### src/design/ack_ctrl_config.svh
// widths fixed by the 802.11 frame format; COUNT_SCALE and NUM_CLK_PER_US hold sim values, hw sets them to the clock rate in MHz
`ifndef ACK_CTRL_CONFIG_SVH
`define ACK_CTRL_CONFIG_SVH

// address and counter widths
`define MAC_ADDR_W 48
`define TIMER_W 15
`define RETRY_W 4

// transmit buffer port
`define DINA_W 64
`define BRAM_ADDR_W 10

// clock cycles per microsecond unit of the time settings
`define COUNT_SCALE 2
`define NUM_CLK_PER_US 2

// ack/cts is 14 bytes, 6 ofdm symbols at 6 Mbps
`define ACK_SIGNAL_LEN 14
`define ACK_N_SYM 6

`endif

### src/design/ack_ctrl_pkg.sv
// shared types only; widths follow the config header
`include "ack_ctrl_config.svh"

package ack_ctrl_pkg;

  // control fsm states
  typedef enum logic [2:0] {
    IDLE,
    PREP_ACK,
    SEND_ACK,
    WAIT_TX_BB_DONE,
    WAIT_SIG_VALID,
    RECV_ACK
  } ctrl_state_e;

  // class of the received frame, from frame control and length
  typedef enum logic [2:0] {
    DATA,
    QOS_DATA,
    MGMT,
    PSPOLL,
    RTS,
    ACK,
    OTHER
  } frame_kind_e;

  typedef logic [`MAC_ADDR_W-1:0] mac_addr_t;
  typedef logic [`TIMER_W-1:0] timer_t;
  typedef logic [`RETRY_W-1:0] retry_t;

endpackage

### src/design/rx_frame_decode.sv
// inputs must hold the parsed fields of one frame; no block-ack or a-mpdu frames are recognised
`include "ack_ctrl_config.svh"

module rx_frame_decode (
  input  logic [1:0]                fc_type,
  input  logic [3:0]                fc_subtype,
  input  logic [15:0]               signal_len,
  input  logic                      fcs_valid,
  input  logic                      fcs_in_strobe,
  input  logic                      recv_ack_fcs_valid_disable,
  input  ack_ctrl_pkg::mac_addr_t   addr1,
  input  ack_ctrl_pkg::mac_addr_t   self_mac_addr,
  input  logic [1:0]                qos_ack_policy,
  input  logic                      cts_torts_disable,
  input  logic                      ack_tx_disable,
  output ack_ctrl_pkg::frame_kind_e frame_kind,
  output logic                      resp_req,
  output logic                      resp_cts,
  output logic                      ack_rcvd
);
  import ack_ctrl_pkg::*;

  logic addr_hit;
  logic eligible;

  // receiver address must be ours
  assign addr_hit = (addr1 == self_mac_addr);

  always_comb begin
    frame_kind = OTHER;
    if (fc_type == 2'b10) begin
      // subtype bit 3 marks qos data
      frame_kind = fc_subtype[3] ? QOS_DATA : DATA;
    end else if (fc_type == 2'b00) begin
      // action no ack gets no response
      if (fc_subtype != 4'b1110)
        frame_kind = MGMT;
    end else if (fc_type == 2'b01) begin
      // control frames, rts and ack also checked by length
      case (fc_subtype)
        4'b1010: frame_kind = PSPOLL;
        4'b1011: if (signal_len == 16'd20) frame_kind = RTS;
        4'b1101: if (signal_len == 16'(`ACK_SIGNAL_LEN)) frame_kind = ACK;
        default: frame_kind = OTHER;
      endcase
    end
  end

  // which classes expect an ack or cts back
  always_comb begin
    case (frame_kind)
      DATA, MGMT, PSPOLL: eligible = 1'b1;
      // only normal ack policy (00)
      QOS_DATA: eligible = (qos_ack_policy == 2'b00);
      RTS: eligible = !cts_torts_disable;
      default: eligible = 1'b0;
    endcase
  end

  assign resp_req = fcs_valid && addr_hit && !ack_tx_disable && eligible;
  assign resp_cts = (frame_kind == RTS);

  // fcs check on the ack can be bypassed
  assign ack_rcvd = (frame_kind == ACK) && addr_hit &&
                    (fcs_in_strobe || recv_ack_fcs_valid_disable);

endmodule

### src/design/tx_ack_fsm.sv
// single-frame exchanges only; time settings are scaled by COUNT_SCALE and truncated to TIMER_W bits
`include "ack_ctrl_config.svh"

module tx_ack_fsm (
  input  logic                   clk,
  input  logic                   rstn,
  input  logic                   resp_req,
  input  logic                   ack_rcvd,
  input  logic                   tx_core_is_ongoing,
  input  logic                   phy_tx_done,
  input  logic                   cts_toself_bb_is_ongoing,
  input  logic                   tx_pkt_need_ack,
  input  logic                   pulse_tx_bb_end,
  input  logic                   sig_valid,
  input  logic [15:0]            signal_len,
  input  logic                   backoff_done,
  input  logic                   quit_retrans,
  input  logic [3:0]             max_num_retrans,
  input  ack_ctrl_pkg::retry_t   tx_pkt_retrans_limit,
  input  ack_ctrl_pkg::timer_t   send_ack_wait_top,
  input  ack_ctrl_pkg::timer_t   recv_ack_sig_valid_timeout_top,
  input  ack_ctrl_pkg::timer_t   recv_ack_timeout_top_adj,
  output logic                   capture,
  output logic                   in_send,
  output logic                   tx_control_state_idle,
  output logic                   ack_cts_is_ongoing,
  output logic                   retrans_in_progress,
  output logic                   start_retrans,
  output logic                   start_tx_ack,
  output logic                   retrans_trigger,
  output logic                   tx_try_complete,
  output logic [`RETRY_W:0]      tx_status
);
  import ack_ctrl_pkg::*;

  ctrl_state_e state;
  ctrl_state_e state_nxt;
  timer_t      timer;
  timer_t      wait_lock;
  timer_t      ack_top;
  timer_t      sig_top;
  retry_t      retry_cnt;
  retry_t      retry_limit;
  logic        retrans_started;
  logic        started_nxt;

  // events of the current cycle
  logic accept;
  logic own_done;
  logic quit;
  logic retry_go;
  logic go_send;
  logic sig_ok;
  logic ack_ok;
  logic timeout;
  logic give_up;
  logic acked;
  logic complete;
  logic retry;

  // bit 3 of max_num_retrans overrides the per-packet limit
  assign retry_limit = max_num_retrans[3] ? {1'b0, max_num_retrans[2:0]} : tx_pkt_retrans_limit;
  assign sig_top = timer_t'(recv_ack_sig_valid_timeout_top * `COUNT_SCALE);

  always_comb begin
    state_nxt = state;
    started_nxt = retrans_started;
    accept = 1'b0;
    own_done = 1'b0;
    quit = 1'b0;
    retry_go = 1'b0;
    go_send = 1'b0;
    sig_ok = 1'b0;
    ack_ok = 1'b0;
    timeout = 1'b0;
    case (state)
      IDLE: begin
        // response to a received frame wins over own traffic
        if (resp_req) begin
          accept = 1'b1;
          state_nxt = PREP_ACK;
        end else if (phy_tx_done && !cts_toself_bb_is_ongoing) begin
          own_done = 1'b1;
          started_nxt = 1'b0;
          if (tx_pkt_need_ack)
            state_nxt = WAIT_TX_BB_DONE;
        end else if (quit_retrans && retrans_in_progress) begin
          quit = 1'b1;
          started_nxt = 1'b0;
        end else if (backoff_done && retrans_in_progress && !retrans_started) begin
          retry_go = 1'b1;
          started_nxt = 1'b1;
        end
      end
      PREP_ACK: begin
        // first cycle is the capture cycle, the turnaround counts after it
        if (tx_core_is_ongoing) begin
          state_nxt = IDLE;
        end else if (!capture && timer == wait_lock) begin
          go_send = 1'b1;
          state_nxt = SEND_ACK;
        end
      end
      SEND_ACK: begin
        if (phy_tx_done)
          state_nxt = IDLE;
      end
      WAIT_TX_BB_DONE: begin
        if (pulse_tx_bb_end)
          state_nxt = WAIT_SIG_VALID;
      end
      WAIT_SIG_VALID: begin
        // only a 14 byte signal field can be our ack
        if (sig_valid && signal_len == 16'(`ACK_SIGNAL_LEN) && timer < sig_top) begin
          sig_ok = 1'b1;
          state_nxt = RECV_ACK;
        end else if (timer == sig_top) begin
          timeout = 1'b1;
          state_nxt = IDLE;
        end
      end
      RECV_ACK: begin
        if (ack_rcvd && timer < ack_top) begin
          ack_ok = 1'b1;
          state_nxt = IDLE;
        end else if (timer == ack_top) begin
          timeout = 1'b1;
          state_nxt = IDLE;
        end
      end
      default: state_nxt = IDLE;
    endcase
  end

  // limit 0 means never retry
  assign give_up = timeout && (retry_cnt == retry_limit || retry_limit == '0);
  assign retry = timeout && !give_up;
  assign acked = ack_ok || (own_done && !tx_pkt_need_ack);
  assign complete = acked || give_up || quit;

  always_ff @(posedge clk) begin
    if (!rstn) begin
      state <= IDLE;
      timer <= '0;
      retry_cnt <= '0;
      retrans_started <= 1'b0;
      capture <= 1'b0;
      in_send <= 1'b0;
      tx_control_state_idle <= 1'b1;
      ack_cts_is_ongoing <= 1'b0;
      retrans_in_progress <= 1'b0;
      start_retrans <= 1'b0;
      start_tx_ack <= 1'b0;
      retrans_trigger <= 1'b0;
      tx_try_complete <= 1'b0;
      tx_status <= '0;
    end else begin
      state <= state_nxt;
      retrans_started <= started_nxt;
      // restart on every state change and during capture
      timer <= (state_nxt != state || capture) ? '0 : timer + 1'b1;
      capture <= accept;
      start_tx_ack <= go_send;
      start_retrans <= retry_go;
      retrans_trigger <= retry;
      tx_try_complete <= complete;
      in_send <= (state_nxt == SEND_ACK);
      ack_cts_is_ongoing <= (state_nxt == PREP_ACK) || (state_nxt == SEND_ACK);
      tx_control_state_idle <= (state_nxt == IDLE) && !started_nxt;
      if (own_done && tx_pkt_need_ack)
        retrans_in_progress <= 1'b1;
      else if (complete)
        retrans_in_progress <= 1'b0;
      // status: acked flag on top, retry count below
      if (complete) begin
        tx_status <= {acked, retry_cnt};
        retry_cnt <= '0;
      end else if (retry) begin
        retry_cnt <= retry_cnt + 1'b1;
      end
    end
  end

  // limits sampled at the start of each wait
  always_ff @(posedge clk) begin
    if (accept)
      wait_lock <= timer_t'(send_ack_wait_top * `COUNT_SCALE);
    if (sig_ok)
      ack_top <= timer_t'(`ACK_N_SYM * 4 * `NUM_CLK_PER_US +
                          recv_ack_timeout_top_adj * `COUNT_SCALE);
  end

  // tx core start is a single-cycle strobe
  a_start_one: assert property (@(posedge clk) disable iff (!rstn)
    start_tx_ack |=> !start_tx_ack);

  // a timeout either retries or gives up
  a_trig_vs_done: assert property (@(posedge clk) disable iff (!rstn)
    !(tx_try_complete && retrans_trigger));

endmodule

### src/design/ack_frame_builder.sv
// serves only buffer words 0, 2 and 3 of a 14 byte ack/cts; rate is taken as given, no rate fallback
`include "ack_ctrl_config.svh"

module ack_frame_builder (
  input  logic                      clk,
  input  logic                      rstn,
  input  logic                      capture,
  input  logic                      in_send,
  input  logic                      resp_cts,
  input  ack_ctrl_pkg::frame_kind_e frame_kind,
  input  ack_ctrl_pkg::mac_addr_t   addr2,
  input  logic [15:0]               duration,
  input  logic                      fc_more_frag,
  input  logic [15:0]               duration_extra,
  input  logic [6:0]                preamble_sig_time,
  input  logic [4:0]                ofdm_symbol_time,
  input  logic [6:0]                sifs_time,
  input  logic [3:0]                cts_torts_rate,
  input  logic [`BRAM_ADDR_W-1:0]   bram_addr,
  output logic [`DINA_W-1:0]        dina
);
  import ack_ctrl_pkg::*;

  localparam logic [`BRAM_ADDR_W-1:0] ADDR_SIGNAL = 0;
  localparam logic [`BRAM_ADDR_W-1:0] ADDR_HDR = 2;
  localparam logic [`BRAM_ADDR_W-1:0] ADDR_RA_HI = 3;

  mac_addr_t          ra_lat;
  logic [14:0]        dur_lat;
  logic               frag_lat;
  logic               cts_lat;
  frame_kind_e        kind_lat;
  logic [9:0]         ack_air;
  logic signed [16:0] dur_std;
  logic               calc_dur;
  logic [15:0]        dur_rsp;

  // received frame fields; addr2 becomes the response RA
  always_ff @(posedge clk) begin
    if (capture) begin
      ra_lat <= addr2;
      // bit 15 set means an aid, not a duration
      dur_lat <= duration[15] ? 15'd0 : duration[14:0];
      frag_lat <= fc_more_frag;
      kind_lat <= frame_kind;
      cts_lat <= resp_cts;
    end
  end

  // airtime of the ack itself, preamble plus symbols
  assign ack_air = 10'(preamble_sig_time) + 10'(`ACK_N_SYM * ofdm_symbol_time);
  assign dur_std = $signed({2'b00, dur_lat}) - $signed({7'd0, ack_air}) -
                   $signed({10'd0, sifs_time});

  // only fragment bursts and rts carry the remaining duration on
  assign calc_dur = ((kind_lat == DATA || kind_lat == QOS_DATA || kind_lat == MGMT) &&
                     frag_lat) || cts_lat;
  // negative remainder clamps to 0
  assign dur_rsp = duration_extra + ((calc_dur && !dur_std[16]) ? dur_std[15:0] : 16'd0);

  always_ff @(posedge clk) begin
    if (!rstn) begin
      dina <= '0;
    end else if (in_send) begin
      case (bram_addr)
        // signal field, parity is even over rate since length 14 has three ones
        ADDR_SIGNAL: dina <= {32'd0, 14'd0, ~^cts_torts_rate, 12'(`ACK_SIGNAL_LEN), 1'b0,
                              cts_torts_rate};
        // ra low, duration, frame control type 01
        ADDR_HDR: dina <= {ra_lat[31:0], dur_rsp, 8'd0, (cts_lat ? 4'b1100 : 4'b1101),
                           2'b01, 2'b00};
        ADDR_RA_HI: dina <= {48'd0, ra_lat[47:32]};
        default: dina <= dina;
      endcase
    end
  end

endmodule

### src/design/tx_control.sv
// top of the ack controller; received frame fields must stay stable until the cycle after resp_req
`include "ack_ctrl_config.svh"

module tx_control (
  input  logic                    clk,
  input  logic                    rstn,
  // received frame
  input  logic [1:0]              fc_type,
  input  logic [3:0]              fc_subtype,
  input  logic                    fc_more_frag,
  input  logic [15:0]             signal_len,
  input  logic                    sig_valid,
  input  logic                    fcs_valid,
  input  logic                    fcs_in_strobe,
  input  ack_ctrl_pkg::mac_addr_t addr1,
  input  ack_ctrl_pkg::mac_addr_t addr2,
  input  logic [15:0]             duration,
  input  logic [1:0]              qos_ack_policy,
  // configuration
  input  ack_ctrl_pkg::mac_addr_t self_mac_addr,
  input  logic                    ack_tx_disable,
  input  logic                    cts_torts_disable,
  input  logic [3:0]              cts_torts_rate,
  input  logic                    recv_ack_fcs_valid_disable,
  input  logic [15:0]             duration_extra,
  input  logic [6:0]              preamble_sig_time,
  input  logic [4:0]              ofdm_symbol_time,
  input  logic [6:0]              sifs_time,
  input  logic [3:0]              max_num_retrans,
  input  ack_ctrl_pkg::retry_t    tx_pkt_retrans_limit,
  input  ack_ctrl_pkg::timer_t    send_ack_wait_top,
  input  ack_ctrl_pkg::timer_t    recv_ack_sig_valid_timeout_top,
  input  ack_ctrl_pkg::timer_t    recv_ack_timeout_top_adj,
  // transmit path and csma
  input  logic                    tx_core_is_ongoing,
  input  logic                    phy_tx_done,
  input  logic                    cts_toself_bb_is_ongoing,
  input  logic                    tx_pkt_need_ack,
  input  logic                    pulse_tx_bb_end,
  input  logic                    backoff_done,
  input  logic                    quit_retrans,
  input  logic [`BRAM_ADDR_W-1:0] bram_addr,
  output logic                    tx_control_state_idle,
  output logic                    ack_cts_is_ongoing,
  output logic                    retrans_in_progress,
  output logic                    start_retrans,
  output logic                    start_tx_ack,
  output logic                    retrans_trigger,
  output logic                    tx_try_complete,
  output logic [`RETRY_W:0]       tx_status,
  output logic [`DINA_W-1:0]      dina
);
  import ack_ctrl_pkg::*;

  // decode to fsm and builder
  frame_kind_e frame_kind;
  logic        resp_req;
  logic        resp_cts;
  logic        ack_rcvd;
  // fsm to builder
  logic        capture;
  logic        in_send;

  rx_frame_decode u_decode (.*);

  tx_ack_fsm u_fsm (.*);

  ack_frame_builder u_builder (.*);

endmodule

### config.mk
export PLATFORM = sky130hd
export DESIGN_NAME = tx_control
export DESIGN_NICKNAME = d
export VERILOG_FILES = /design/src/design/ack_ctrl_pkg.sv /design/src/design/rx_frame_decode.sv /design/src/design/tx_ack_fsm.sv /design/src/design/ack_frame_builder.sv /design/src/design/tx_control.sv
export VERILOG_INCLUDE_DIRS = /design/src /design/src/design
export SDC_FILE = /design/constraint.sdc
export NUM_CORES = 1
export LEC_CHECK = 0
export BUFFER_PORTS_ARGS = -buffer_cell sky130_fd_sc_hd__buf_2
export CORE_ASPECT_RATIO = 0.6
export CORE_MARGIN = 4
export CORE_UTILIZATION = 50
export CTS_BUF_LIST = sky130_fd_sc_hd__clkbuf_8 sky130_fd_sc_hd__clkbuf_16
export DETAILED_ROUTE_END_ITERATION = 10
export PLACE_DENSITY = 0.91
export SYNTH_ARGS = -nofsm -noshare
export SYNTH_HDL_FRONTEND = slang
export SYNTH_SLANG_ARGS = --single-unit
### constraint.sdc
create_clock -name clk -period 8.93 [get_ports clk]
set_input_delay 0.893 -clock clk [delete_from_list [all_inputs] [get_ports clk]]
set_output_delay 0.893 -clock clk [all_outputs]
set_load 0.005 [all_outputs]
== Word-level counts from Yosys, hierarchy flattened ==
Cells that the tools add are included.
Word-level totals
  register bits: 198
  output and inout bits: 76
Operators by class
  $add $sub $neg: 7
  multiply operators: 1
  $lt $le $gt $ge: 2
  equality and inequality tests: 30
  muxes and demuxes: 52
  bitwise gates (word level): 3
  reductions and logical operators: 56
Operator list (number)
  64-bit one-hot mux with 3 select lines: 1
  48-bit == test: 1
  15-bit == test: 3
  3-bit 2-to-1 mux: 15
  15-bit less-than comparator: 2
  1-bit 2-to-1 mux: 28
  10-bit by 2-bit == test with 1-bit output, second input constant: 2
  1-bit logical AND: 20
  3-bit by 2-bit == test with 1-bit output, second input constant: 6
  3-bit one-hot mux with 6 select lines: 1
  17-bit by 8-bit subtractor with 17-bit output: 1
  16-bit adder: 1
  16-bit by 4-bit == test with 1-bit output, second input constant: 1
  16-bit by 5-bit == test with 1-bit output, second input constant: 1
  16-bit 2-to-1 mux: 1
  15-bit by 10-bit subtractor with 16-bit output: 1
  15-bit by 1-bit adder with 15-bit output, second input constant: 1
  6-bit by 15-bit adder with 15-bit output, first input constant: 1
  3-bit by 1-bit == test with 1-bit output, second input constant: 4
  3-bit == test, second input constant: 4
  4-bit == test, second input constant: 3
  3-bit logical NOT: 4
  10-bit logical NOT: 1
  1-bit logical OR: 10
  24 further kinds: 38

== Depth between registers and ports, before layout ==
Gate-level depths: netlist (run 1).
  depth in word-level cells: 18
  depth in mapped cells: 31

== By module ==
A second synthesis (run 1) with hierarchy kept.
Second synthesis, totals
  cell total of the unflattened synthesis: 1111
  area total of the unflattened synthesis: 11390.9 sq um
By module, submodules not included
  ack_frame_builder: times used 1, cells an instance 626, area each 6761.5 sq um, seq. area each 3323.2 sq um
  tx_ack_fsm: times used 1, cells an instance 394, area each 3911.3 sq um, seq. area each 1581.5 sq um
  rx_frame_decode: times used 1, cells an instance 91, area each 718.2 sq um, seq. area each 0.0 sq um

== Least setup slack after synthesis (run 1) ==
OpenSTA, ideal clock, no wires.
  kind: input port to flip-flop
  from: input ofdm_symbol_time[0]
  to: register u_builder.dina[30]
  arrival time: 6.638 ns
  slack: 2.213 ns
  stages on the path: 30
  cells stage by stage: ha_1 -> fa_1 -> ha_1 -> a21oi_1 -> xnor2_1 -> ha_1 -> and2_1 -> a31oi_1 -> nand2_1 -> nor2_1 -> xnor2_1 -> ha_1 -> or2_2 -> o311a_1 -> nor3_1 -> and3_1 -> a41o_1 -> buf_2 -> nor2_1 -> ha_1 -> fa_1 -> a21oi_1 -> o21ai_0 -> a21oi_1 -> o21ai_0 -> a41oi_1 -> a21oi_1 -> a31oi_1 -> nand4_1 -> o211ai_1
Between the ends
  longest elaborated chain between the ends: 9
RTL lines
  start: declaration: line tx_control.sv:27  | input logic [4:0] ofdm_symbol_time,
  2-bit by 5-bit multiplier with 7-bit output (no source line) *
  7-bit by 8-bit adder with 9-bit output *: line ack_frame_builder.sv:51  | assign ack_air = 10'(preamble_sig_time) + 10'(`ACK_N_SYM * ofdm_symbol_time);
  15-bit by 10-bit subtractor with 16-bit output *: line ack_frame_builder.sv:52  | assign dur_std = $signed({2'b00, dur_lat}) - $signed({7'd0, ack_air}) -
  17-bit by 8-bit subtractor with 17-bit output *: line ack_frame_builder.sv:52
  1-bit logical NOT: line ack_frame_builder.sv:59  | assign dur_rsp = duration_extra + ((calc_dur && !dur_std[16]) ? dur_std[15:0] : 16'd0);
  1-bit logical AND: line ack_frame_builder.sv:59
  16-bit 2-to-1 mux *: line ack_frame_builder.sv:59
  16-bit adder *: line ack_frame_builder.sv:59
  64-bit one-hot mux with 3 select lines *: line ack_frame_builder.sv:65  | case (bram_addr)
  end signal: assignment: line ack_frame_builder.sv:67  | ADDR_SIGNAL: dina <= {32'd0, 14'd0, ~^cts_torts_rate, 12'(`ACK_SIGNAL_LEN), 1'b0,
  end signal: assignment: line ack_frame_builder.sv:70  | ADDR_HDR: dina <= {ra_lat[31:0], dur_rsp, 8'd0, (cts_lat ? 4'b1100 : 4'b1101),
  end signal: assignment: line ack_frame_builder.sv:72  | ADDR_RA_HI: dina <= {48'd0, ra_lat[47:32]};
  end: declaration: line ack_frame_builder.sv:20  | output logic [`DINA_W-1:0] dina
Every way passes the cells marked *; elsewhere a longest branch is shown, timed or not.
A chain may end at the register's enable or synchronous reset.

== Worst setup path in the final report (run 1) ==
  from: input ofdm_symbol_time[1]
  to: register u_builder.dina[30]
Same word-level chain as after synthesis.

==> results of run 1 <==
[metal layers]
metal	vias to the layer above	part of all wire
li1	4742	-
met1	4878	0.40
met2	539	0.47
met3	85	0.10
met4	4	0.026
met5	-	0.00076
[synth_stat cells (31+ instances only)]
cell / count / area (um2)
inv_1: 72 / 270.3
a21oi_1: 43 / 215.2
nand3_1: 31 / 155.2
nand2_1: 40 / 150.1
nor2_1: 138 / 518.0
nor2b_1: 31 / 193.9
xor2_1: 34 / 297.8
edfxtp_1: 96 / 2883
ha_1: 74 / 925.9
dfxtp_1: 101 / 2022
xnor2_1: 99 / 867.1
a22oi_1: 54 / 405.4
[power by group]
group	internal, mW	total (mW)	switching (mW)
clock	0.365	0.737	0.373
combinational	0.403	0.910	0.507
sequential	0.948	0.953	0.00464
total	1.72	2.60	0.885
[cells by family after synthesis]
logic type,Yosys count
simple gates,359
compound gates,223
flops,197
xor+xnor,133
buf+inv,105
fa+ha+maj,79
mux,10
[sequential cells by signal, indices dropped and copies added (netlist names), 4 cells and up]
name and cells:
u_builder.ra_lat 48, u_fsm.wait_lock 14, u_fsm.tx_status 5, u_builder.dina 64, u_fsm.timer 15, u_builder.dur_lat 15
u_fsm.ack_top 14, u_fsm.retry_cnt 4
[final timing paths]
kind,to,slack (ns),cells past startpoint,start
worst min register to register,u_fsm.start_retrans,0.44,1,u_fsm.retrans_started
worst max-delay path,u_builder.dina[30],1.62,31,ofdm_symbol_time[1]
worst min-delay path,u_fsm.start_retrans,0.44,1,u_fsm.retrans_started
worst max register to register,u_builder.dina[30],3.10,26,u_builder.dur_lat[0]
[final cells by class]
type / count / area [um2]
tap: 279 / 349.1
inverter: 73 / 274.0
fill: 1649 / 7617
multi-input combinational: 804 / 5674
sequential: 197 / 4908
timing repair buffer: 379 / 1909
antenna: 4 / 10.01
clock buffer: 17 / 425.4
clock inverter: 14 / 121.4
==> metrics.cfg, run 1 <==
[power]
total_power_mw=2.601
cellLeakagePower_nw=6.076
irDropWorstVdd_uv=144.7
power.density_nw_per_um2=190.2

[critical_path]
path_common_cell=ha_1
end_kind=flop
critPathKind=input pin to flop
cpLargestDelayFamily=compound AO/OA/AOI/OAI gates
critPathMaxStageDelay_ns=0.43
cp.required_ns=9.28
critPathMaxFanout=14
start_kind=input pin
critPathBufInv=2
arrival_ns=7.66
crit_path_top_delay_cell=fa_1

[status]
outcome=finished clean

[place]
dpl.hpwl_um=28250
dp_slack_ns=1.325
dp.cells=1732
place_area_um2=13120
gp_congestion=0.9676
port_buffers=374

[timing]
fin_crit_sh=0.8183
rsz0062_at_grt=false
setup_violations=0
timing.setup.tns_ns=0
fin_ws_ns=1.623
hold_slack_ns=0.4427
worstMarginPinSlew_ns=1.248
final-hold-violation-count=0
drv_slew=0
max_freq_mhz=136.9
fin_skew_ns=0.01198
slew_headroom=0.1648
fin_crit_ns=7.307

[synth]
synth_xor_area_frac=0.1063
async_flop_share=0
synth_edf_count=96
synth_compound_area_frac=0.1439
synthesis.nets=1487
synth_cells=1106
synthesis.yosys.warnings=0
yosysSeqAreaShare=0.4474
synthFlopType=dfxtp_1
synth_seq_cells=197
synthAdderAreaFrac=0.09359
synth_mux_area_frac=0.009244
syn_area_per_cell_um2=9.912
synth_top_family_by_area=simple AND/OR/NAND/NOR gates
synth.distinct_cells=76
synthSimpleGateAreaFrac=0.1634
syn_area_um2=10960

[routing]
drc=0
ant_nets=0
drtIter0Drc=772
drt_wl_total_um=35350
wl_per_cell_um=20.01
vias=10250
via_per_inst=5.800
drt_first_pass_iters=7

[run]
maxCapViolCount=0

[die]
dieWidth_um=199.2
pin_count=378
start_util=0.5150
dieArea_um2=24440
coreArea_um2=21290
die_h_um=122.7
num_rows=41

[final_layout]
stdcell_area_um2=13670
layout_common_cells=buf_2, nor2_1, dfxtp_1, xnor2_1, edfxtp_1
stdcell_count=1767
fin_util=0.6422
final_common_cell=buf_2
drive_gt1_frac=0.2898
syn2layout_area_growth_pct=24.71
nNetsFinal=1853

[global_route]
first_global_vias=10160
antenna_found_initial=6
grtUsageTotal=0.2795
grt_pass1_wl_um=52620
gr-total-overflow=0
grt_use_met1=0.3475
busiest_layer=met2
grt_max_degree=71
met3_usage=0.08532
grtUsageMet2=0.4643

[clock_network]
cts_setup_buffers=0
clockRootBuffer=clkbuf_16
cts_buffers=17
cts_sinks=197
cts_hold_buf=0
clkLatencyLatePin_ns=0.43
cts.path.max_buffers=2
cts_max_level=4
post_cts_resized=0
cts_tree=done
cts.clk_slew.worst_paths_ns=0.08

[hold_path]
hold_class=flop to flop

Power figures use the tool's default switching activity.
==> run 2, diff against run 1 <==
clock period = 7.6 ns   (was 8.93 ns; I/O delays follow)
==> metrics.cfg, run 2 (same netlist as run 1, synthesis figures left out) <==
[timing]
setup_violations=0
drv_slew=0
fin_crit_ns=7.130
worstMarginPinSlew_ns=1.313
slew_headroom=0.1212
fin_crit_sh=0.9382
fin_skew_ns=0.02033
max_freq_mhz=140.3
final-hold-violation-count=0
fin_ws_ns=0.4699

[global_route]
grt_max_degree=71
first_global_vias=10050
gr-total-overflow=0
grtUsageTotal=0.2808
grt_pass1_wl_um=52920
antenna_found_initial=7

[final_layout]
syn2layout_area_growth_pct=24.88
drive_gt1_frac=0.2916
n_fill_cell=1634
final_common_cell=buf_2
reg_top3=u_builder.dina (64), u_builder.ra_lat (48)
nNetsFinal=1853
layout_common_cells=buf_2, nor2_1, dfxtp_1, xnor2_1, edfxtp_1
top_register=u_builder.dina
largest_reg_flops=64
stdcell_area_um2=13690

[die]
pin_count=378
coreArea_um2=21290
die_h_um=122.7
start_util=0.5150
dieArea_um2=24440
dieWidth_um=199.2
num_rows=41

[clock_network]
cts_max_level=4
cts_setup_buffers=0
clockRootBuffer=clkbuf_16
cts_buffers=17
cts_hold_buf=0
clkLatencyLatePin_ns=0.44
cts.clk_slew.worst_paths_ns=0.08
cts_sinks=197
cts_tree=done
cts.path.max_buffers=2
post_cts_resized=0

[place]
place_area_um2=13120
gp_congestion=0.9577
dp_slack_ns=0.1415
port_buffers=374
dpl.hpwl_um=27950

[critical_path]
end_kind=flop
critPathMaxFanout=6
start_kind=input pin
r2r_cells=25
critPathLaunch=ofdm_symbol_time[1]
cp.required_ns=7.95
arrival_ns=7.48
path_common_cell=ha_1
critPathMaxStageDelay_ns=0.45
crit_path_top_delay_cell=fa_1
timing.rr.start=u_builder.dur_lat[0]
critPathKind=input pin to flop

[routing]
drt_wl_total_um=35480
via_per_inst=5.756
drt_first_pass_iters=5
drc=0
drtIter0Drc=870
wl_per_cell_um=20.05
vias=10180
ant_nets=0

[power]
irDropWorstVdd_uv=160.0
p_seq_frac=0.366
comb_power_share=0.351
power_switching_mw=1.040
p_sw_frac=0.3400
p_int_mw=2.020
cellLeakagePower_nw=6.096
clock_power_share=0.283
power.density_nw_per_um2=223.5

[hold_path]
hold_class=flop to flop
min_path_cells=1
hp-start=u_fsm.retrans_started

[status]
outcome=finished clean

[run]
maxCapViolCount=0

-- run 2: path summary, 6_finish.rpt --
path | end | slack (ns)
worst max-delay path | u_builder.dina[30] | 0.47
worst min-delay path | u_fsm.start_retrans | 0.46
worst max register to register | u_builder.dina[30] | 1.83
worst min register to register | u_fsm.start_retrans | 0.46
-- run 2: area by class of cell --
class | count | area, um2 | area share
multi-input cells | 804 | 5685 | 0.4153
inverters | 73 | 274.0 | 0.02001
flip-flops and latches | 197 | 4908 | 0.3585
repair buffers | 379 | 1909 | 0.1395
clock buffers | 17 | 425.4 | 0.03107
well taps | 279 | 349.1 | 0.02550
clock inverters | 15 | 126.4 | 0.009230
diodes | 5 | 12.51 | 0.0009139
-- run 2: power by group through the flow --
stage | combinational, mW | sequential [mW] | clock [mW]
after floorplan | 0.753 | 1.14 | 0
after global placement | 0.981 | 1.14 | 0
after detailed placement | 1.03 | 1.14 | 0
after CTS | 1.04 | 1.12 | 0.873
after global routing | 1.19 | 1.12 | 0.917
final | 1.07 | 1.12 | 0.867
-- run 2: metrics by stage --
stage               power [mW]  hold slack (ns)  setup TNS [ns]  std cells    util
floorplan                1.895           0.3985               0       1106       -
detailed placement       2.173           0.4407               0       1732  0.6160
finish                   3.060           0.4645               0       1769  0.6431
CTS                      3.034           0.4522               0       1764  0.6420
global route             3.231           0.4645        -0.01262       1769  0.6431
global placement         2.125           0.4160               0       1732  0.6160
-- run 2: critical path, delay by kind of cell --
family	cells	cell delay, ns
fa+ha+maj	7	2.22
compound gates	12	2.62
simple gates	8	1.47
xor+xnor	2	0.29
buf+inv	1	0.13
-- run 2: layer usage --
layer	GRT usage	share of wire	vias to the layer above
met5	0	0.00037	-
met4	0.08753	0.024	2
met3	0.08752	0.10	83
met2	0.4714	0.47	539
met1	0.3493	0.40	4813
li1	-	-	4746
